===== src/rtl/router_consts.svh =====
//----------------------------------------------------------
// router constants
// port count, header layout, host bus widths, identity
// word and the host register map
//----------------------------------------------------------
`ifndef ROUTER_CONSTS_SVH
`define ROUTER_CONSTS_SVH

// ports and header
`define ROUTER_NUM_PORTS    16
`define ROUTER_PORT_W       4
`define ROUTER_PAD_CYCLES   4

// host bus
`define ROUTER_WB_ADR_W     16
`define ROUTER_WB_DAT_W     16

// register map, all words read only
`define ROUTER_CHIP_ID      16'h5a03
`define ROUTER_ID_ADDR      16'h0000
`define ROUTER_CNT_IN_BASE  16'h2000
`define ROUTER_CNT_OUT_BASE 16'h2010

`endif


===== src/rtl/router_pkg.sv =====
//----------------------------------------------------------
// router types
// port vectors and matrices, lane bundle, wishbone request
// and response, decoder and arbiter states
//----------------------------------------------------------
`include "router_consts.svh"

package router_pkg;

  typedef logic [`ROUTER_NUM_PORTS-1:0] port_vec_t;
  typedef logic [`ROUTER_PORT_W-1:0]    port_id_t;
  typedef logic [`ROUTER_WB_ADR_W-1:0]  wb_adr_t;
  typedef logic [`ROUTER_WB_DAT_W-1:0]  wb_dat_t;

  // one row per port, request rows by input and grant rows by output
  typedef port_vec_t [`ROUTER_NUM_PORTS-1:0] port_mat_t;

  // serial lanes of all ports, active low
  typedef struct packed {
    port_vec_t frame_n;
    port_vec_t valid_n;
    port_vec_t din;
  } lanes_t;

  typedef struct packed {
    logic    cyc;
    logic    stb;
    logic    we;
    wb_adr_t adr;
    wb_dat_t dat;
  } wb_req_t;

  typedef struct packed {
    wb_dat_t dat;
    logic    ack;
  } wb_rsp_t;

  typedef enum logic [2:0] {DEC_ADDR, DEC_PAD, DEC_REQ, DEC_WAIT, DEC_FWD} dec_state_e;
  typedef enum logic [1:0] {ARB_IDLE, ARB_GRANT, ARB_BUSY} arb_state_e;

endpackage


===== src/rtl/router_header_decoder.sv =====
//----------------------------------------------------------
// router header decoder
// collects the destination address of one input port,
// checks the padding, requests the destination output and
// holds busy_n low until the arbiter grants it
//----------------------------------------------------------
`timescale 1ns/100ps
`include "router_consts.svh"

module router_header_decoder
  import router_pkg::*;
#(
  parameter int port_num = 0
) (
  input  logic      io,
  input  logic      arst_n,
  input  lanes_t    rx,
  input  port_vec_t grant_col,
  output port_vec_t request,
  output logic      busy_n
);

  localparam int cnt_w = $clog2(`ROUTER_PORT_W);
  localparam logic [cnt_w-1:0] addr_last = cnt_w'(`ROUTER_PORT_W - 1);
  // the last two pad cycles are spent in DEC_REQ and DEC_WAIT
  localparam logic [cnt_w-1:0] pad_last = cnt_w'(`ROUTER_PAD_CYCLES - 3);

  dec_state_e       state_q, state_d;
  logic [cnt_w-1:0] cnt_q, cnt_d;
  port_id_t         dst_q, dst_d;
  logic             busy_n_d;
  logic             frame_n;
  logic             din;
  logic             pad_bad;

  assign frame_n = rx.frame_n[port_num];
  assign din     = rx.din[port_num];
  // padding must keep frame low and din high
  assign pad_bad = frame_n | ~din;

  always_comb begin
    state_d  = state_q;
    cnt_d    = cnt_q;
    dst_d    = dst_q;
    request  = '0;
    busy_n_d = 1'b1;
    case (state_q)
      DEC_ADDR: begin
        if (frame_n) begin
          cnt_d = '0;
        end else begin
          // address arrives lsb first
          dst_d[cnt_q] = din;
          cnt_d        = cnt_q + 1'b1;
          if (cnt_q == addr_last) begin
            cnt_d   = '0;
            state_d = DEC_PAD;
          end
        end
      end
      DEC_PAD: begin
        cnt_d = cnt_q + 1'b1;
        if (pad_bad) begin
          cnt_d   = '0;
          state_d = DEC_ADDR;
        end else if (cnt_q == pad_last) begin
          cnt_d   = '0;
          state_d = DEC_REQ;
        end
      end
      DEC_REQ: begin
        if (pad_bad) begin
          state_d = DEC_ADDR;
        end else begin
          request[dst_q] = 1'b1;
          state_d        = DEC_WAIT;
        end
      end
      DEC_WAIT: begin
        if (pad_bad) begin
          state_d = DEC_ADDR;
        end else if (grant_col[dst_q]) begin
          state_d = DEC_FWD;
        end else begin
          // keep asking and stall the sender in padding
          request[dst_q] = 1'b1;
          busy_n_d       = 1'b0;
        end
      end
      DEC_FWD: begin
        if (frame_n) state_d = DEC_ADDR;
      end
      default: state_d = DEC_ADDR;
    endcase
  end

  always_ff @(posedge io or negedge arst_n) begin
    if (!arst_n) begin
      state_q <= DEC_ADDR;
      cnt_q   <= '0;
      busy_n  <= 1'b1;
    end else begin
      state_q <= state_d;
      cnt_q   <= cnt_d;
      busy_n  <= busy_n_d;
    end
  end

  always_ff @(posedge io) begin
    dst_q <= dst_d;
  end

endmodule


===== src/rtl/router_output_arbiter.sv =====
//----------------------------------------------------------
// router output arbiter
// round-robin choice among the inputs requesting one output,
// a single-cycle grant to the winner and a hold on the
// source until its frame ends
//----------------------------------------------------------
`timescale 1ns/100ps
`include "router_consts.svh"

module router_output_arbiter
  import router_pkg::*;
#(
  parameter int port_num = 0
) (
  input  logic      io,
  input  logic      arst_n,
  input  port_vec_t request_col,
  input  logic      src_frame_n,
  output port_vec_t grant,
  output port_id_t  src,
  output logic      active
);

  localparam int num_ports = `ROUTER_NUM_PORTS;

  arb_state_e               state_q, state_d;
  port_id_t                 last_q;
  port_id_t                 src_q;
  port_id_t                 offset;
  port_id_t                 pick;
  logic [2*num_ports-1:0]   doubled;
  port_vec_t                rotated;
  logic                     hit;

  // rotate so that bit 0 is the input after the last one granted
  assign offset  = last_q + 1'b1;
  assign doubled = {request_col, request_col} >> offset;
  assign rotated = doubled[num_ports-1:0];

  // lowest set bit of the rotated column wins
  always_comb begin
    hit  = |rotated;
    pick = offset;
    for (int i = num_ports - 1; i >= 0; i--) begin
      if (rotated[i]) pick = offset + port_id_t'(i);
    end
  end

  always_comb begin
    state_d = state_q;
    case (state_q)
      ARB_IDLE: begin
        if (hit) state_d = ARB_GRANT;
      end
      ARB_GRANT: state_d = ARB_BUSY;
      ARB_BUSY: begin
        // registered frame_n high marks the last payload bit
        if (src_frame_n) state_d = ARB_IDLE;
      end
      default: state_d = ARB_IDLE;
    endcase
  end

  always_ff @(posedge io or negedge arst_n) begin
    if (!arst_n) begin
      state_q <= ARB_IDLE;
      last_q  <= '1;
      // idle source points at the own port
      src_q   <= port_id_t'(port_num);
    end else begin
      state_q <= state_d;
      if (state_q == ARB_IDLE && hit) begin
        last_q <= pick;
        src_q  <= pick;
      end
    end
  end

  always_comb begin
    grant = '0;
    if (state_q == ARB_GRANT) grant[src_q] = 1'b1;
  end

  assign src    = src_q;
  assign active = (state_q != ARB_IDLE);

endmodule


===== src/rtl/router_crossbar.sv =====
//----------------------------------------------------------
// router crossbar
// one register stage on all input lanes, then per output
// the lanes of the granted source, idle high otherwise
//----------------------------------------------------------
`timescale 1ns/100ps
`include "router_consts.svh"

module router_crossbar
  import router_pkg::*;
(
  input  logic                               io,
  input  lanes_t                             rx,
  input  port_id_t [`ROUTER_NUM_PORTS-1:0]   src,
  input  port_vec_t                          active,
  output port_vec_t                          src_frame_n,
  output lanes_t                             tx
);

  localparam int num_ports = `ROUTER_NUM_PORTS;

  lanes_t rx_q;

  always_ff @(posedge io) begin
    rx_q <= rx;
  end

  always_comb begin
    for (int o = 0; o < num_ports; o++) begin
      // arbiters watch the source frame even before it reaches tx
      src_frame_n[o] = rx_q.frame_n[src[o]];
      if (active[o]) begin
        tx.frame_n[o] = rx_q.frame_n[src[o]];
        tx.valid_n[o] = rx_q.valid_n[src[o]];
        tx.din[o]     = rx_q.din[src[o]];
      end else begin
        tx.frame_n[o] = 1'b1;
        tx.valid_n[o] = 1'b1;
        tx.din[o]     = 1'b1;
      end
    end
  end

endmodule


===== src/rtl/router_host_regs.sv =====
//----------------------------------------------------------
// router host registers
// wishbone classic slave with the chip identity word and
// one frame counter per input and per output port
//----------------------------------------------------------
`timescale 1ns/100ps
`include "router_consts.svh"

module router_host_regs
  import router_pkg::*;
(
  input  logic      io,
  input  logic      arst_n,
  input  wb_req_t   wb_req,
  output wb_rsp_t   wb_rsp,
  input  port_vec_t rx_frame_n,
  input  port_vec_t tx_frame_n
);

  localparam int      num_ports = `ROUTER_NUM_PORTS;
  localparam wb_adr_t in_base   = `ROUTER_CNT_IN_BASE;
  localparam wb_adr_t out_base  = `ROUTER_CNT_OUT_BASE;

  port_vec_t rx_prev_q, tx_prev_q;
  port_vec_t rx_done, tx_done;
  wb_dat_t   cnt_in  [num_ports];
  wb_dat_t   cnt_out [num_ports];
  wb_dat_t   rd_dat;
  wb_dat_t   dat_q;
  logic      ack_q;
  logic      acked_q;
  logic      ack_d;

  // a frame is complete on the rising edge of frame_n
  assign rx_done = ~rx_prev_q & rx_frame_n;
  assign tx_done = ~tx_prev_q & tx_frame_n;

  always_ff @(posedge io or negedge arst_n) begin
    if (!arst_n) begin
      rx_prev_q <= '1;
      tx_prev_q <= '1;
      for (int i = 0; i < num_ports; i++) begin
        cnt_in[i]  <= '0;
        cnt_out[i] <= '0;
      end
    end else begin
      rx_prev_q <= rx_frame_n;
      tx_prev_q <= tx_frame_n;
      for (int i = 0; i < num_ports; i++) begin
        if (rx_done[i]) cnt_in[i] <= cnt_in[i] + 1'b1;
        if (tx_done[i]) cnt_out[i] <= cnt_out[i] + 1'b1;
      end
    end
  end

  // register map decode, unmapped words read as zero
  always_comb begin
    rd_dat = '0;
    if (wb_req.adr == `ROUTER_ID_ADDR) begin
      rd_dat = `ROUTER_CHIP_ID;
    end else if (wb_req.adr[`ROUTER_WB_ADR_W-1:`ROUTER_PORT_W] ==
                 in_base[`ROUTER_WB_ADR_W-1:`ROUTER_PORT_W]) begin
      rd_dat = cnt_in[wb_req.adr[`ROUTER_PORT_W-1:0]];
    end else if (wb_req.adr[`ROUTER_WB_ADR_W-1:`ROUTER_PORT_W] ==
                 out_base[`ROUTER_WB_ADR_W-1:`ROUTER_PORT_W]) begin
      rd_dat = cnt_out[wb_req.adr[`ROUTER_PORT_W-1:0]];
    end
  end

  // one ack per strobe, rearmed only after stb has dropped
  assign ack_d = wb_req.cyc & wb_req.stb & ~ack_q & ~acked_q;

  always_ff @(posedge io or negedge arst_n) begin
    if (!arst_n) begin
      ack_q   <= 1'b0;
      acked_q <= 1'b0;
    end else begin
      ack_q   <= ack_d;
      acked_q <= (acked_q | ack_q) & wb_req.stb;
    end
  end

  // writes are acknowledged but change nothing
  always_ff @(posedge io) begin
    if (ack_d && !wb_req.we) dat_q <= rd_dat;
  end

  assign wb_rsp.dat = dat_q;
  assign wb_rsp.ack = ack_q;

endmodule


===== src/rtl/router_top.sv =====
//----------------------------------------------------------
// router top level
// 16 header decoders and 16 output arbiters around one
// crossbar, plus the wishbone host register block
//----------------------------------------------------------
`timescale 1ns/100ps
`include "router_consts.svh"

module router_top
  import router_pkg::*;
(
  input  logic      io,
  input  logic      arst_n,
  input  lanes_t    rx,
  output lanes_t    tx,
  output port_vec_t busy_n,
  input  wb_req_t   wb_req,
  output wb_rsp_t   wb_rsp
);

  // request rows by input, grant rows by output
  port_mat_t                         req_row, req_col;
  port_mat_t                         gnt_row, gnt_col;
  port_id_t [`ROUTER_NUM_PORTS-1:0]  src;
  port_vec_t                         active;
  port_vec_t                         src_frame_n;

  for (genvar i = 0; i < `ROUTER_NUM_PORTS; i++) begin : g_xpose
    for (genvar j = 0; j < `ROUTER_NUM_PORTS; j++) begin : g_bit
      assign req_col[j][i] = req_row[i][j];
      assign gnt_col[i][j] = gnt_row[j][i];
    end
  end

  for (genvar p = 0; p < `ROUTER_NUM_PORTS; p++) begin : g_port
    router_header_decoder #(
      .port_num (p)
    ) dec_i (
      .io        (io),
      .arst_n    (arst_n),
      .rx        (rx),
      .grant_col (gnt_col[p]),
      .request   (req_row[p]),
      .busy_n    (busy_n[p])
    );

    router_output_arbiter #(
      .port_num (p)
    ) arb_i (
      .io          (io),
      .arst_n      (arst_n),
      .request_col (req_col[p]),
      .src_frame_n (src_frame_n[p]),
      .grant       (gnt_row[p]),
      .src         (src[p]),
      .active      (active[p])
    );
  end

  router_crossbar xbar_i (
    .io          (io),
    .rx          (rx),
    .src         (src),
    .active      (active),
    .src_frame_n (src_frame_n),
    .tx          (tx)
  );

  router_host_regs host_i (
    .io         (io),
    .arst_n     (arst_n),
    .wb_req     (wb_req),
    .wb_rsp     (wb_rsp),
    .rx_frame_n (rx.frame_n),
    .tx_frame_n (tx.frame_n)
  );

endmodule


===== config.mk =====
export PLATFORM = sky130hd
export DESIGN_NAME = router_top
export DESIGN_NICKNAME = d
export VERILOG_FILES = /design/src/rtl/router_pkg.sv /design/src/rtl/router_header_decoder.sv /design/src/rtl/router_output_arbiter.sv /design/src/rtl/router_crossbar.sv /design/src/rtl/router_host_regs.sv /design/src/rtl/router_top.sv
export VERILOG_INCLUDE_DIRS = /design/src /design/src/rtl
export SDC_FILE = /design/constraint.sdc
export NUM_CORES = 2
export LEC_CHECK = 0
export BUFFER_PORTS_ARGS = -buffer_cell sky130_fd_sc_hd__buf_4
export CORE_ASPECT_RATIO = 1.2
export CORE_MARGIN = 2
export CORE_UTILIZATION = 65
export CTS_CLUSTER_SIZE = 14
export DETAILED_ROUTE_END_ITERATION = 10
export GPL_ROUTABILITY_DRIVEN = 1
export HOLD_SLACK_MARGIN = 0.02
export PLACE_DENSITY = 0.8
export REMOVE_ABC_BUFFERS = 1
export SYNTH_ARGS = -nofsm -noshare
export SYNTH_HDL_FRONTEND = slang
export SYNTH_SLANG_ARGS = --single-unit

===== constraint.sdc =====
create_clock -name io -period 8.64 [get_ports io]
set_input_delay 1.296 -clock io [delete_from_list [all_inputs] [get_ports io]]
set_output_delay 1.296 -clock io [all_outputs]
set_load 0.01 [all_outputs]

==> impl_metrics.py, run 1 <==
metrics = {
    "outcome": {
        "status": "stopped before the end",
        "lastStage": "global routing (5_1_grt)",
        "firstError": "[ERROR GRT-0116] Global routing finished with congestion. Check the congestion regions in the DRC Viewer.",
    },
    "clock_network": {
        "cts_resized": 0,
        "clk_path_buf_depth": 3,
        "postCtsHoldBufs": 0,
        "htreeDepth": 3,
        "cts-root-buf": "clkbuf_16",
        "cts_num_sinks": 898,
        "cts_setup_buffers": 0,
        "cts_buffers": 95,
    },
    "synth": {
        "synthesis.area_sq_mm": 0.0928,
        "dominantRegCellSynth": "dfrtp_1",
        "synth_top_area_share_pct": 17.8,
        "ys_seq_area_share_pct": 24.5,
        "postSynthAreaPerCell_sq_um": 8.58,
        "ys_ff_latch": 898,
        "yosys_warnings": 0,
        "synth_common_cells": "nand2_1, nor2_1, dfrtp_1, clkbuf_1, nand3_1",
        "synth_edf_count": 80,
        "synth_area_leaders": "dfrtp_1, mux4_2, xnor2_1, nand2_1, nor2_1",
        "async_reset_ff_share_pct": 85.7,
        "yosysUniqueCellTypes": 122,
        "netlist_instances": 10800,
        "synth_most_common_cell": "nand2_1",
        "synth_top_area_cell": "dfrtp_1",
    },
    "grt": {
        "grt_max_degree": 200,
        "grt-ovfl-total": 65,
        "grt_use_total_pct": 75.6,
        "grt_pass1_vias": 111000,
        "grt_pass1_wl_um": 813000,
    },
    "die": {
        "rows": 151,
        "io_pins": 166,
        "die_w_um": 349,
        "die_height_um": 418,
        "start_util_pct": 65.5,
    },
    "place": {
        "place_hpwl_um": 354000,
        "portBuffers": 149,
        "place.gp.congestion": 1.32,
    },
}
==> cells by family after synthesis <==
family | count (synthesis) | synth area share [%]
buf+inv | 1153 | 4.95
xor+xnor | 639 | 6.03
flops | 898 | 24.5
mux | 933 | 17.1
fa+ha+maj | 236 | 3.18
simple gates | 4268 | 23.5
compound gates | 2679 | 20.7
==> metal layers <==
layer	GRT overflow	GRT usage (%)
met5	1	35.4
met4	29	74.1
met3	5	61.4
met2	27	91.2
met1	3	75.6
==> per-stage QoR <==
step	util, %	hold WS [ps]	cell area [sq um]	setup WS [ps]	instances
after floorplan	-	436	89400	1530	9973
after global placement	67.7	453	95800	1410	12300
after detailed placement	67.7	460	95800	1450	12300
after CTS	70.1	473	99200	1180	12500
==> run 2: changes to the inputs <==
--- a/config.mk
+++ b/config.mk
@@ -7,14 +7,11 @@
 export NUM_CORES = 2
 export LEC_CHECK = 0
 export BUFFER_PORTS_ARGS = -buffer_cell sky130_fd_sc_hd__buf_4
-export CORE_ASPECT_RATIO = 1.2
 export CORE_MARGIN = 2
-export CORE_UTILIZATION = 65
-export CTS_CLUSTER_SIZE = 14
+export CORE_UTILIZATION = 40
 export DETAILED_ROUTE_END_ITERATION = 10
 export GPL_ROUTABILITY_DRIVEN = 1
-export HOLD_SLACK_MARGIN = 0.02
-export PLACE_DENSITY = 0.8
+export PLACE_DENSITY_LB_ADDON = 0.15
 export REMOVE_ABC_BUFFERS = 1
 export SYNTH_ARGS = -nofsm -noshare
 export SYNTH_HDL_FRONTEND = slang
==> run 2 against run 1 <==
  * The flow now finishes, with violations (max-capacitance violations, max-slew violations)
  * Synthesized cell count unchanged
  * Synthesized area unchanged
==> impl_metrics.py, run 2 <==
metrics = {
    "synth": {
        "synth_area_leaders": "dfrtp_1, mux4_2, xnor2_1, nand2_1, nor2_1",
        "synth_top_area_cell": "dfrtp_1",
        "synth_top_area_share_pct": 17.8,
        "netlist_instances": 10800,
        "postSynthAreaPerCell_sq_um": 8.58,
        "synth_edf_count": 80,
        "ys_seq_area_share_pct": 24.5,
        "synth_xor_area_share_pct": 6.03,
        "synth_top_family_by_area": "simple AND/OR/NAND/NOR gates",
        "synth_compound_area_share_pct": 20.7,
        "muxShareOfSynthArea_pct": 17.1,
        "yosys_warnings": 0,
        "synthSimpleGateAreaFrac_pct": 23.5,
        "synthAdderAreaFrac_pct": 3.18,
        "ys_ff_latch": 898,
        "synth_common_cells": "nand2_1, nor2_1, dfrtp_1, clkbuf_1, nand3_1",
        "yosysUniqueCellTypes": 122,
        "async_reset_ff_share_pct": 85.7,
        "synth_most_common_cell": "nand2_1",
        "synthesis.area_sq_mm": 0.0928,
        "dominantRegCellSynth": "dfrtp_1",
    },
    "critical_path": {
        "crit_fanout": 22,
        "crit_family": "compound AO/OA/AOI/OAI gates",
        "cp.arrival_ps": 8690,
        "cp-start-kind": "flip-flop",
        "cp_slowest_cell": "dfstp_2",
        "crit_path_cell_trace": "nand2_1, o32ai_1, a32oi_1, o211ai_1, o21a_1, o21ai_0, o21ai_0, mux2i_1, mux2i_1, nand3_1, or4_1, o41ai_2, buf_4, inv_1, and3_1, a221o_1",
        "critical_path_buf_inv_count": 2,
        "critPathKind": "flip-flop to flip-flop",
        "cp_slowest_stage_delay_ps": 1100,
        "critPathCaptureType": "flip-flop",
        "required_ps": 9320,
    },
    "grt": {
        "met1_usage_pct": 50.7,
        "grt_max_degree": 178,
        "grt_use_total_pct": 41.4,
        "use_met2_pct": 57.3,
        "globalRouteMet3Util_pct": 16.7,
        "grt_pass1_vias": 90800,
        "grt_pass1_wl_um": 704000,
        "grt-ovfl-total": 0,
        "busiest_layer": "met2",
        "grt_antenna_before_repair": 60,
    },
    "die": {
        "die_height_um": 486,
        "dieArea_sq_mm": 0.236,
        "core_sq_mm": 0.230,
        "start_util_pct": 40.3,
        "io_pins": 166,
        "die_w_um": 486,
        "rows": 176,
    },
    "clock_network": {
        "postCtsHoldBufs": 0,
        "cts_buffers": 111,
        "clk_path_buf_depth": 3,
        "cts_tree": "built",
        "cts.clk_slew.worst_paths_ps": 60,
        "cts_resized": 0,
        "cts-root-buf": "clkbuf_16",
        "clk_latency_ps": 830,
        "cts_num_sinks": 898,
        "htreeDepth": 3,
        "cts_setup_buffers": 0,
    },
    "routing": {
        "remaining_drc_errors": 0,
        "routed_via_density": 7.17,
        "firstDrtPassIters": 11,
        "first_iter_violations": 15800,
        "routed_wl_um": 504000,
        "ant_nets": 0,
        "wire_per_inst_um": 36.5,
        "dr_total_vias": 99000,
    },
    "place": {
        "place_hpwl_um": 382000,
        "dpl_cell_area_sq_mm": 0.0980,
        "place.gp.congestion": 1.19,
        "portBuffers": 149,
    },
    "timing": {
        "hold_violations": 0,
        "drv_slew": 7,
        "final.min_clock_period_ps": 8010,
        "setup_viol": 0,
        "finalSetupTns_ps": 0,
        "finalCritPeriodShare_pct": 92.8,
        "fin_worst_skew_ps": 70.4,
        "slew_headroom_pct": -0.818,
        "clock.fmax_mhz": 125,
        "worstMarginPinSlew_ps": 1510,
        "rsz0062_at_grt": "no",
    },
    "cells_and_area": {
        "layout-drive-gt1-share_pct": 17.2,
        "fin_nets": 11000,
        "design_area_sq_mm": 0.102,
        "reg_top3": "host_i.cnt_in (256), host_i.cnt_out (256), g_port.dec_i.dst_q (64)",
        "final_cell_mix": "nand2_1, nor2_1, dfrtp_1",
        "area_growth_pct": 10.1,
        "final_common_cell": "nand2_1",
    },
    "hold_path": {
        "hp-class": "input pin to async pin",
    },
    "pwr": {
        "leakagePower_nw": 39.1,
        "peakVddDrop_mv": 0.402,
        "p_per_area_mw_per_mm2": 504,
    },
    "outcome": {
        "status": "complete, but fails checks",
        "violations": "max-capacitance violations, max-slew violations",
    },
    "flow_run": {
        "max_cap_violations": 2,
    },
}
-- run 2: cell counts after synthesis --
No cell type changed its count.
-- run 2: final timing paths --
path | from | endpoint | slack (ps) | cells past startpoint
worst max-delay path | g_port[1].arb_i.src[0] | g_port[2].arb_i.src[0] | 630 | 16
worst min-delay path | arst_n | host_i.cnt_in[207] | 450 | 1
worst max register to register | g_port[1].arb_i.src[0] | g_port[2].arb_i.src[0] | 630 | 16
worst min register to register | host_i.cnt_in[79] | host_i.cnt_in[79] | 460 | 1
max in group asynchronous | arst_n | host_i.cnt_out[105] | 6110 | 3
min in group io | host_i.cnt_in[79] | host_i.cnt_in[79] | 460 | 1
-- run 2: power by group --
group	leakage, nW	switching [mW]	internal (mW)
Clock	1.93	2.18	2.96
Sequential	11.0	2.35	5.42
Combinational	26.1	24.4	14.2
-- run 2: area by class of cell --
cell class / count / area [sq um]
clock buffers: 163 / 3280
well taps: 3026 / 3790
diodes: 49 / 123
repair buffers: 551 / 4260
clock inverters: 49 / 697
inverters: 320 / 1200
flip-flops and latches: 898 / 22800
fillers: 22500 / 128000
multi-input cells: 8755 / 66000
-- run 2: routing by layer --
metal  share of wire [%]  vias up
met2                  40     7191
met3                  13     2025
met1                  38    48700
met4                 9.7       50
met5               0.094        -
li1                    -    41000
-- run 2: logic make-up (layout without fill, tap and decap cells) --
kind of cell             count (synthesis)  after routing
AO/OA/AOI/OAI                         2679           2679
XOR/XNOR                               639            639
adder cells (fa/ha/maj)                236            236
buffers and inverters                 1153           1083
flip-flops                             898            898
multiplexers                           933            933
other                                    0             49
AND/OR/NAND/NOR                       4268           4268
-- run 2: metrics by stage --
step | instances | power [mW] | util, % | hold slack (ps) | setup slack (ps)
6_report | 13800 | 51.5 | 44.3 | 448 | 626
5_1_grt | 13800 | 54.2 | 44.3 | 478 | 642
4_1_cts | 13800 | 50.0 | 44.3 | 418 | 1380
3_5_place_dp | 13500 | 44.7 | 42.5 | 460 | 1380
3_3_place_gp | 13500 | 44.4 | 42.5 | 451 | 510
2_1_floorplan | 9973 | 32.0 | - | 436 | 1530
Power figures use the tool's default switching activity.
